--- src/qu_pkg.sv ---
// Dispatch slice shared definitions
`default_nettype none

package qu_pkg;

    // physical register file
    localparam int PHY_RF_DEPTH      = 32;
    localparam int PHY_RF_ADDR_WIDTH = 5;

    // reorder buffer
    localparam int ROB_DEPTH      = 16;
    localparam int ROB_ADDR_WIDTH = 4;

    // reservation station
    localparam int RES_ST_DEPTH      = 8;
    localparam int RES_ST_ADDR_WIDTH = 3;

    // datapath
    localparam int WORD_WIDTH = 32;
    localparam int OP_WIDTH   = 6;

    // physical register number
    typedef logic [PHY_RF_ADDR_WIDTH-1:0] phy_reg_t;

    // reorder buffer slot, also the producer tag of an operand
    typedef logic [ROB_ADDR_WIDTH-1:0] rob_addr_t;

    // reservation station slot
    typedef logic [RES_ST_ADDR_WIDTH-1:0] res_st_addr_t;

    // data word or pc
    typedef logic [WORD_WIDTH-1:0] word_t;

    // operation code
    typedef logic [OP_WIDTH-1:0] op_t;

    // dispatch controller phases
    // scrub clears the register file once after reset,
    // full is entered when the reorder buffer has no free slot
    typedef enum logic [1:0] {
        CTRL_SCRUB,
        CTRL_RUN,
        CTRL_FULL
    } ctrl_state_t;

endpackage

`default_nettype wire
--- src/operand_if.sv ---
// Source operand lookup bundle
`default_nettype none

interface operand_if;
    import qu_pkg::*;

    // source register addresses
    phy_reg_t rs1;
    phy_reg_t rs2;

    // pending-write bits of the sources
    logic     busy1;
    logic     busy2;

    // register file values of the sources
    word_t    data1;
    word_t    data2;

    modport rename (output rs1, rs2, input busy1, busy2, data1, data2);

    modport busy_side (input rs1, rs2, output busy1, busy2);

    modport data_side (input rs1, rs2, output data1, data2);

endinterface

`default_nettype wire

--- src/dispatch_top.sv ---
// Dispatch slice top level
`default_nettype none

module dispatch_top (
    input  logic                 clk,
    input  logic                 rst,
    input  logic                 uop_valid,
    input  qu_pkg::op_t          uop_op,
    input  qu_pkg::phy_reg_t     uop_rd,
    input  logic                 uop_rd_valid,
    input  qu_pkg::phy_reg_t     uop_rs1,
    input  qu_pkg::phy_reg_t     uop_rs2,
    input  qu_pkg::word_t        uop_imm,
    input  logic                 uop_imm_valid,
    input  qu_pkg::word_t        uop_pc,
    input  qu_pkg::phy_reg_t     uop_phyreg_old,
    input  logic                 wb_valid,
    input  qu_pkg::phy_reg_t     wb_phyreg,
    input  qu_pkg::word_t        wb_data,
    input  logic                 commit,
    output logic                 uop_ready,
    output logic                 rs_wr_en,
    output qu_pkg::res_st_addr_t rs_wr_addr,
    output qu_pkg::op_t          rs_op,
    output qu_pkg::word_t        rs_vj,
    output qu_pkg::word_t        rs_vk,
    output qu_pkg::rob_addr_t    rs_qj,
    output qu_pkg::rob_addr_t    rs_qk,
    output logic                 rs_rj,
    output logic                 rs_rk,
    output qu_pkg::word_t        rs_a,
    output qu_pkg::phy_reg_t     rs_dest,
    output qu_pkg::phy_reg_t     rs_phyreg_old,
    output qu_pkg::word_t        rs_pc,
    output qu_pkg::rob_addr_t    rs_rob_addr
);
    import qu_pkg::*;

    logic      dispatch;
    logic      rob_full;
    rob_addr_t rob_tail;
    logic      scrub_en;
    phy_reg_t  scrub_addr;
    logic      busy_set_en;

    operand_if ops ();

    dispatch_ctrl u_ctrl (
        .clk, .rst, .uop_valid, .commit, .rob_full,
        .uop_ready, .dispatch, .scrub_en, .scrub_addr
    );

    rob_tracker u_rob (
        .clk, .rst, .dispatch, .commit,
        .tail (rob_tail), .rob_full
    );

    busy_table u_busy (
        .clk, .rst, .ops (ops.busy_side),
        .set_en (busy_set_en), .set_reg (uop_rd),
        .wb_valid, .wb_phyreg
    );

    phy_reg_file u_prf (
        .clk, .ops (ops.data_side),
        .wb_valid, .wb_phyreg, .wb_data, .scrub_en, .scrub_addr
    );

    rename_stage u_rename (
        .clk, .rst, .dispatch,
        .uop_op, .uop_rd, .uop_rd_valid, .uop_imm, .uop_imm_valid,
        .uop_pc, .uop_phyreg_old, .rob_tail, .ops (ops.rename),
        .uop_rs1, .uop_rs2,
        .rs_wr_en, .rs_wr_addr, .rs_op, .rs_vj, .rs_vk, .rs_qj, .rs_qk,
        .rs_rj, .rs_rk, .rs_a, .rs_dest, .rs_phyreg_old, .rs_pc,
        .rs_rob_addr, .busy_set_en
    );

endmodule

`default_nettype wire

--- src/rename_stage.sv ---
// Operand rename and dispatch entry build
`default_nettype none

module rename_stage (
    input  logic                 clk,
    input  logic                 rst,
    input  logic                 dispatch,
    input  qu_pkg::op_t          uop_op,
    input  qu_pkg::phy_reg_t     uop_rd,
    input  logic                 uop_rd_valid,
    input  qu_pkg::word_t        uop_imm,
    input  logic                 uop_imm_valid,
    input  qu_pkg::word_t        uop_pc,
    input  qu_pkg::phy_reg_t     uop_phyreg_old,
    input  qu_pkg::rob_addr_t    rob_tail,
    operand_if.rename            ops,
    input  qu_pkg::phy_reg_t     uop_rs1,
    input  qu_pkg::phy_reg_t     uop_rs2,
    output logic                 rs_wr_en,
    output qu_pkg::res_st_addr_t rs_wr_addr,
    output qu_pkg::op_t          rs_op,
    output qu_pkg::word_t        rs_vj,
    output qu_pkg::word_t        rs_vk,
    output qu_pkg::rob_addr_t    rs_qj,
    output qu_pkg::rob_addr_t    rs_qk,
    output logic                 rs_rj,
    output logic                 rs_rk,
    output qu_pkg::word_t        rs_a,
    output qu_pkg::phy_reg_t     rs_dest,
    output qu_pkg::phy_reg_t     rs_phyreg_old,
    output qu_pkg::word_t        rs_pc,
    output qu_pkg::rob_addr_t    rs_rob_addr,
    output logic                 busy_set_en
);
    import qu_pkg::*;

    // producer tag of each physical register, valid while its busy bit is set
    rob_addr_t    tag_list [PHY_RF_DEPTH];
    res_st_addr_t wr_ptr;

    assign ops.rs1 = uop_rs1;
    assign ops.rs2 = uop_rs2;

    // a busy source waits on its producer tag, otherwise it carries the value
    always_comb
    begin
        rs_rj = !ops.busy1;
        rs_qj = ops.busy1 ? tag_list[uop_rs1] : '0;
        rs_vj = ops.busy1 ? '0 : ops.data1;

        rs_rk = !ops.busy2;
        rs_qk = ops.busy2 ? tag_list[uop_rs2] : '0;
        rs_vk = ops.busy2 ? '0 : ops.data2;
    end

    assign rs_a          = uop_imm_valid ? uop_imm : '0;
    assign rs_dest       = uop_rd_valid ? uop_rd : '0;
    assign rs_op         = uop_op;
    assign rs_pc         = uop_pc;
    assign rs_phyreg_old = uop_phyreg_old;
    assign rs_rob_addr   = rob_tail;
    assign rs_wr_addr    = wr_ptr;
    assign rs_wr_en      = dispatch;
    assign busy_set_en   = dispatch && uop_rd_valid;

    always_ff @(posedge clk)
    begin
        if (busy_set_en)
        begin
            tag_list[uop_rd] <= rob_tail;
        end
    end

    // wraps modulo RES_ST_DEPTH
    always_ff @(posedge clk)
    begin
        if (rst)
        begin
            wr_ptr <= '0;
        end
        else if (dispatch)
        begin
            wr_ptr <= wr_ptr + 1'b1;
        end
    end

endmodule

`default_nettype wire

--- src/phy_reg_file.sv ---
// Physical register file
`default_nettype none

module phy_reg_file (
    input  logic             clk,
    operand_if.data_side     ops,
    input  logic             wb_valid,
    input  qu_pkg::phy_reg_t wb_phyreg,
    input  qu_pkg::word_t    wb_data,
    input  logic             scrub_en,
    input  qu_pkg::phy_reg_t scrub_addr
);
    import qu_pkg::*;

    word_t    regs [PHY_RF_DEPTH];

    logic     wr_en;
    phy_reg_t wr_addr;
    word_t    wr_data;

    // one write port shared by writeback and the scrub
    always_comb
    begin
        wr_en   = wb_valid || scrub_en;
        wr_addr = wb_valid ? wb_phyreg : scrub_addr;
        wr_data = wb_valid ? wb_data : '0;
    end

    always_ff @(posedge clk)
    begin
        if (wr_en)
        begin
            regs[wr_addr] <= wr_data;
        end
    end

    // combinational read ports
    assign ops.data1 = regs[ops.rs1];
    assign ops.data2 = regs[ops.rs2];

endmodule

`default_nettype wire

--- src/busy_table.sv ---
// Physical register busy table
`default_nettype none

module busy_table (
    input  logic             clk,
    input  logic             rst,
    operand_if.busy_side     ops,
    input  logic             set_en,
    input  qu_pkg::phy_reg_t set_reg,
    input  logic             wb_valid,
    input  qu_pkg::phy_reg_t wb_phyreg
);
    import qu_pkg::*;

    logic [PHY_RF_DEPTH-1:0] busy;

    always_ff @(posedge clk)
    begin
        if (rst)
        begin
            busy <= '0;
        end
        else
        begin
            if (wb_valid)
            begin
                busy[wb_phyreg] <= 1'b0;
            end
            // set comes last so a new producer wins over a writeback
            if (set_en)
            begin
                busy[set_reg] <= 1'b1;
            end
        end
    end

    // no bypass of this cycle's writeback
    assign ops.busy1 = busy[ops.rs1];
    assign ops.busy2 = busy[ops.rs2];

endmodule

`default_nettype wire

--- src/rob_tracker.sv ---
// Reorder buffer occupancy tracker
`default_nettype none

module rob_tracker (
    input  logic              clk,
    input  logic              rst,
    input  logic              dispatch,
    input  logic              commit,
    output qu_pkg::rob_addr_t tail,
    output logic              rob_full
);
    import qu_pkg::*;

    // one extra bit so that a full buffer is distinct from an empty one
    logic [ROB_ADDR_WIDTH:0] count;

    always_ff @(posedge clk)
    begin
        if (rst)
        begin
            tail  <= '0;
            count <= '0;
        end
        else
        begin
            // tail wraps modulo ROB_DEPTH by its width
            if (dispatch)
            begin
                tail <= tail + 1'b1;
            end

            case ({dispatch, commit})
                2'b10:
                begin
                    count <= count + 1'b1;
                end
                2'b01:
                begin
                    count <= count - 1'b1;
                end
                default:
                begin
                    count <= count;
                end
            endcase
        end
    end

    assign rob_full = (count == (ROB_ADDR_WIDTH + 1)'(ROB_DEPTH));

endmodule

`default_nettype wire

--- src/dispatch_ctrl.sv ---
// Dispatch controller
`default_nettype none

module dispatch_ctrl (
    input  logic             clk,
    input  logic             rst,
    input  logic             uop_valid,
    input  logic             commit,
    input  logic             rob_full,
    output logic             uop_ready,
    output logic             dispatch,
    output logic             scrub_en,
    output qu_pkg::phy_reg_t scrub_addr
);
    import qu_pkg::*;

    ctrl_state_t state;
    phy_reg_t    scrub_idx;

    always_ff @(posedge clk)
    begin
        if (rst)
        begin
            state     <= CTRL_SCRUB;
            scrub_idx <= '0;
            scrub_en  <= 1'b0;
        end
        else
        begin
            case (state)
                CTRL_SCRUB:
                begin
                    // one zero write per cycle, last one on index 31
                    scrub_en <= 1'b1;
                    if (scrub_en)
                    begin
                        scrub_idx <= scrub_idx + 1'b1;
                        if (scrub_idx == phy_reg_t'(PHY_RF_DEPTH - 1))
                        begin
                            scrub_en <= 1'b0;
                            state    <= CTRL_RUN;
                        end
                    end
                end
                CTRL_RUN:
                begin
                    // a commit in the same cycle frees a slot at once
                    if (rob_full && !commit)
                    begin
                        state <= CTRL_FULL;
                    end
                end
                CTRL_FULL:
                begin
                    if (commit)
                    begin
                        state <= CTRL_RUN;
                    end
                end
                default:
                begin
                    state <= CTRL_SCRUB;
                end
            endcase
        end
    end

    // rob_full also masks ready in the cycle the buffer fills up
    assign uop_ready  = (state == CTRL_RUN) && !rob_full;
    assign dispatch   = uop_valid && uop_ready;
    assign scrub_addr = scrub_idx;

endmodule

`default_nettype wire

--- config.mk ---
export PLATFORM = sky130hd
export DESIGN_NAME = dispatch_top
export DESIGN_NICKNAME = d
export VERILOG_FILES = /design/src/qu_pkg.sv /design/src/operand_if.sv /design/src/dispatch_top.sv /design/src/rename_stage.sv /design/src/phy_reg_file.sv /design/src/busy_table.sv /design/src/rob_tracker.sv /design/src/dispatch_ctrl.sv
export SDC_FILE = /design/constraint.sdc
export NUM_CORES = 2
export LEC_CHECK = 0
export BUFFER_PORTS_ARGS = -buffer_cell sky130_fd_sc_hd__buf_2
export CORE_MARGIN = 4
export CORE_UTILIZATION = 40
export DETAILED_ROUTE_END_ITERATION = 10
export PLACE_DENSITY = 0.6
export SLEW_MARGIN = 25
export SYNTH_ARGS = -nofsm -noshare
export SYNTH_HDL_FRONTEND = slang
export SYNTH_HIERARCHICAL = 1
export SYNTH_SLANG_ARGS = --single-unit
--- constraint.sdc ---
create_clock -name clk -period 5 [get_ports clk]
set_clock_uncertainty 0.15 [all_clocks]
set_input_delay 0.5 -clock clk [delete_from_list [all_inputs] [get_ports clk]]
set_output_delay 0.5 -clock clk [all_outputs]
set_load 0.01 [all_outputs]
* Word level (Yosys, flattened, before mapping) *
Memory sizes are Yosys's and may differ from the RTL's.
Index checks and enable logic that the tools add are counted.

cells by class
  order comparisons = 6
  reductions and logical operators = 15
  muxes and demuxes = 31
  add/subtract/negate cells = 5
  bitwise gates (word level) = 3
  equal/unequal tests = 10

operator list
  kind                 number
  $mux 32              7
  $and 32x32->32       1
  $not 32->32          1
  $or 32x32->32        1
  $lt 5x6->1 const B   4
  $add 5x1->5 const B  2
  $bmux 1 s5           2
  $demux 1 s5          2
  $eq 5x5->1 const B   2
  $ge 5x1->1 const B   2
  $mux 1               10
  $mux 5               2
  $pmux 5 s2           1
  $mux 2               4
  $mux 4               2
  $logic_and 1x1->1    6
  $ne 2x1->1 const B   3
  $pmux 2 s3           1
  $sub 5x1->5 const B  1
  $add 4x1->4 const B  1
  $eq 2x1->1 const B   2
  $eq 2x2->1 const B   2
  $logic_not 1->1      4
  $reduce_and 4->1     1
  other kinds (6)      6

storage, ports and cells
  bits of input ports = 134
  word-level logic and storage cells = 79
  memories kept = 2
  bits in writable memories = 1,152
  register bits = 52

memories
  memory             words  width  rd ports  clocked after Yosys merged registers in  wr ports  line                source
  u_prf.regs         32     32     2         0                                        1         phy_reg_file.sv:15  word_t regs [PHY_RF_DEPTH];
  u_rename.tag_list  32     4      2         0                                        1         rename_stage.sv:38  rob_addr_t tag_list [PHY_RF_DEPTH];

* Depth between registers and ports, before layout *
  word-level depth = 10
  depth in mapped cells = 15
  gate-level depth less buffers = 13

* Cells and area by module *
The synthesis kept the hierarchy.

by module, submodules not included
  module         area an instance (µm²)  instances  cells each
  phy_reg_file   49,103.3                1          3,437
  rename_stage   7,547.2                 1          540
  busy_table     1,935.6                 1          244
  rob_tracker    521.8                   1          59
  dispatch_ctrl  389.1                   1          39

* Least setup slack after synthesis *
No wires, ideal clock.

  kind = input to register
  from = input port wb_valid
  to = memory u_prf/regs[9][0] in the netlist's numbering (enable)
  data required time = 4,429 ps
  setup slack = 1,732 ps
  arrival time = 2,697 ps
  setup time = 421 ps
  stages on the path = 4
  cells stage by stage = buf_2 clkbuf_1 o32a_1 nor2_1

between the ends
  word-level cells in the longest chain between the ends = 3
  elaborated cells between the ends (all ways) = 4

ends and longest elaborated chain
  item                          line                source
  from (decl)                   dispatch_top.sv:17  input logic wb_valid,
  $logic_or 1x1->1              phy_reg_file.sv:24  wr_en = wb_valid || scrub_en;
  $mux 1                        phy_reg_file.sv:31  if (wr_en)
  $mux 1 (not written as such)  phy_reg_file.sv:33  regs[wr_addr] <= wr_data;
  to (decl)                     phy_reg_file.sv:15

Several ways; a longest one is shown, not always the timed one.

* Worst setup path in the final report *
  from = input port uop_rs1[1]
  to = output port rs_vj[4]

between the ends
  elaborated cells between the ends (all ways) = 4

RTL lines
  item              line                source
  from (decl)       dispatch_top.sv:11  input qu_pkg::phy_reg_t uop_rs1,
  $mem_v2 32x32     n/a
  net ops.data1[4]  operand_if.sv:16    word_t data1;
  $mux 32           rename_stage.sv:49  rs_vj = ops.busy1 ? '0 : ops.data1;
  to (decl)         dispatch_top.sv:25  output qu_pkg::word_t rs_vj,

The timed path passes the listed nets, and every way through them passes these cells. The select of a mux whose other input is x is not followed.

==> results.sh <==
export IMPL_cts_tree="built"
export IMPL_dp_hpwl_mm=115
export IMPL_fin_ws_ns=1.07
export IMPL_first_pass_iters=8
export IMPL_fp_coreArea_um2=148000
export IMPL_clk_path_buf_depth=3
export IMPL_grt_busiest_layer="met2"
export IMPL_die_area_um2=155000
export IMPL_clk_latency_ns=0.76
export IMPL_start_util=0.402
export IMPL_pre_cts_ws_ns=1.17
export IMPL_drc=0
export IMPL_grt_pass1_vias=39100
export IMPL_ys_ff_latch=1204
export IMPL_synthCells=4319
export IMPL_placed_cells=6235
export IMPL_synth_ff_type="edfxtp_1"
export IMPL_numCtsBuffers=131
export IMPL_cts_sinks=1204
export IMPL_vias=39543
export IMPL_met3_usage=0.0437
export IMPL_rows=141
export IMPL_syn_nets=4460
export IMPL_gr_total_overflow=0
export IMPL_power_density_nw_per_um2=343
export IMPL_syn_cell_area_um2=59500
export IMPL_period_share=0.786
export IMPL_async_flop_share=0
export IMPL_viasPerCell=6.11
export IMPL_drive_above_1_share=0.150
export IMPL_ant_nets=0
export IMPL_synth_area_per_cell_um2=13.8
export IMPL_critPathRequiredTime_ns=4.35
export IMPL_endpoint_kind="output port"
export IMPL_portBuffers=210
export IMPL_yosys_warnings=6
export IMPL_cap_violations=0
export IMPL_yosysSeqAreaShare=0.599
export IMPL_status="finished clean"
export IMPL_drt_initial_drc_count=4750
export IMPL_maxSlewViolCount=0
export IMPL_slew_headroom=0.252
export IMPL_period_minus_slack_ns=3.93
export IMPL_synth_distinct_cells=61
export IMPL_crit_path_start_kind="input pin"
export IMPL_grt_antenna_before_repair=11
export IMPL_peakVddDrop_mv=0.348
export IMPL_syn_to_final_growth_pct=12.2
export IMPL_synth_edf_count=1152
export IMPL_ios=297
export IMPL_cts_root_buf="clkbuf_16"
export IMPL_wl_per_cell_um=30.0
export IMPL_fp_dieW_um=394
export IMPL_hold_buffers=1
export IMPL_cts_resized=0
export IMPL_path_max_fanout=107
export IMPL_min_path_type="in -> reg"
export IMPL_crit_type="in -> out"
export IMPL_path_clk_slew_ns=0.06
export IMPL_fin_util=0.451
export IMPL_grt_max_degree=108
export IMPL_grt_pass1_wl_mm=276
export IMPL_post_cts_buffers=0
export IMPL_tns_ns=0
export IMPL_htree_levels=4
export IMPL_met1_usage=0.332
export IMPL_place_congestion=0.848
export IMPL_setup_viol=0
export IMPL_rsz0062_at_grt="no"
export IMPL_wl_mm=194
export IMPL_die_y_um=394
export IMPL_use_met2=0.387
export IMPL_hold_viol_final=0
export IMPL_fmax_mhz=254
export IMPL_layout_nets=4581
export IMPL_tightest_slew_ns=1.12
export IMPL_cp_arrival_ns=3.28
export IMPL_fin_cells=6476
export IMPL_track_usage=0.242
export IMPL_p_leak_nw=25.0
## routing by layer
layer	routed length [um]	up-vias
li1	-	17020
met1	82500	20369
met2	90300	1820
met3	15000	334
met4	6210	0
met5	0	-
## cell usage after synthesis (10+ instances only)
cell type  count  area (um^2)
dfxtp_1       52         1040
mux2i_1     1082        10800
nor3_1        73          365
nand3_1      204         1020
nor2_1        99          372
buf_2         85          425
mux4_2        46         1040
and2_1        75          469
nor2b_1       81          507
o21ai_0       38          190
mux2_2        26          293
buf_4        111          833
nand2_1      259          972
a22o_1       128         1120
a22oi_1      201         1510
buf_6         54          608
buf_1         10         37.5
nand3b_1      12         90.1
clkbuf_1      98          368
a21oi_1      237         1190
nand2b_1      13         81.3
edfxtp_1    1152        34600
a31oi_1       73          457
## cells in the final DEF (no fill, tap or decap), types with 9 or more instances in the layout
cell       count
nand3_1      204
a31oi_1       71
clkinv_1      30
mux2_2        26
buf_2        208
and2_1        47
nor2_1        65
nand2b_1       9
nand3b_1      12
buf_12        37
clkbuf_16    135
nor2b_1       77
edfxtp_1    1152
buf_4        102
nor3_1        73
clkbuf_1      39
nor2_4        34
o21ai_0       38
a21oi_1      236
nand2_1      257
a22oi_1      201
mux2i_1     1082
clkinv_2      12
a22o_1       128
and2_2        26
mux4_2        46
dfxtp_1       52
## final cells by class
class | count | area, um^2
clock buffers | 175 | 3540
clock inverters | 62 | 623
multi-input cells | 2745 | 21900
repair buffers | 353 | 2650
diodes | 2 | 5.00
flip-flops and latches | 1204 | 35600
well taps | 1930 | 2410
inverters | 5 | 18.8
fillers | 13048 | 81100
## where the power goes
group | total [W] | switching, W | internal [W]
Sequential | 0.0112 | 0.0000509 | 0.0111
Combinational | 0.00230 | 0.00152 | 0.000778
Clock | 0.00942 | 0.00404 | 0.00538
## kinds of logic (layout without fill, tap and decap cells)
kind of cell / count (synthesis) / in the layout / share of synthesized area
simple gates: 853 / 853 / 0.0702
other cells: 0 / 2 / 0
fa+ha+maj: 7 / 7 / 0.00147
compound gates: 711 / 711 / 0.0798
buf+inv: 370 / 595 / 0.0399
xor+xnor: 10 / 10 / 0.00147
flops: 1204 / 1204 / 0.599
mux: 1164 / 1164 / 0.208
## metrics by stage
step	instance area (um^2)	power (W)	hold WS [ns]
2_1_floorplan	59500	0.0128	0.310
6_report	66700	0.0229	0.119
4_1_cts	66700	0.0230	0.0684
3_3_place_gp	62500	0.0137	0.327
5_1_grt	66700	0.0236	0.113
3_5_place_dp	62500	0.0137	0.336
## state kept, by name, summed over array words and instances, names as in the netlist
name	flops
u_busy/busy	32
u_ctrl/scrub_addr	5
u_ctrl/scrub_en	1
u_ctrl/state	2
u_prf/regs	1024
u_rename/rs_wr_addr	3
u_rename/tag_list	128
u_rob/count	5
u_rob/tail	4
## critical path, stage by stage
cell and delay [ns]:
buf_8 0.35, buf_12 0.56, mux2i_1 0.30, a21oi_1 0.12
a31oi_1 0.34, nand3_1 0.37, nor2b_1 0.25, buf_2 0.14
## worst paths after layout
path | to | cells after the start | slack, ns | startpoint
setup reg to reg | u_rob/count[4] | 14 | 1.84 | u_rob/count[1]
hold reg to reg | u_busy/busy[13] | 2 | 0.34 | u_busy/busy[13]
setup / recovery | rs_vj[4] | 8 | 1.07 | uop_rs1[1]
hold / removal | u_busy/busy[24] | 4 | 0.12 | uop_rd[1]
Power figures use the tool's default switching activity.
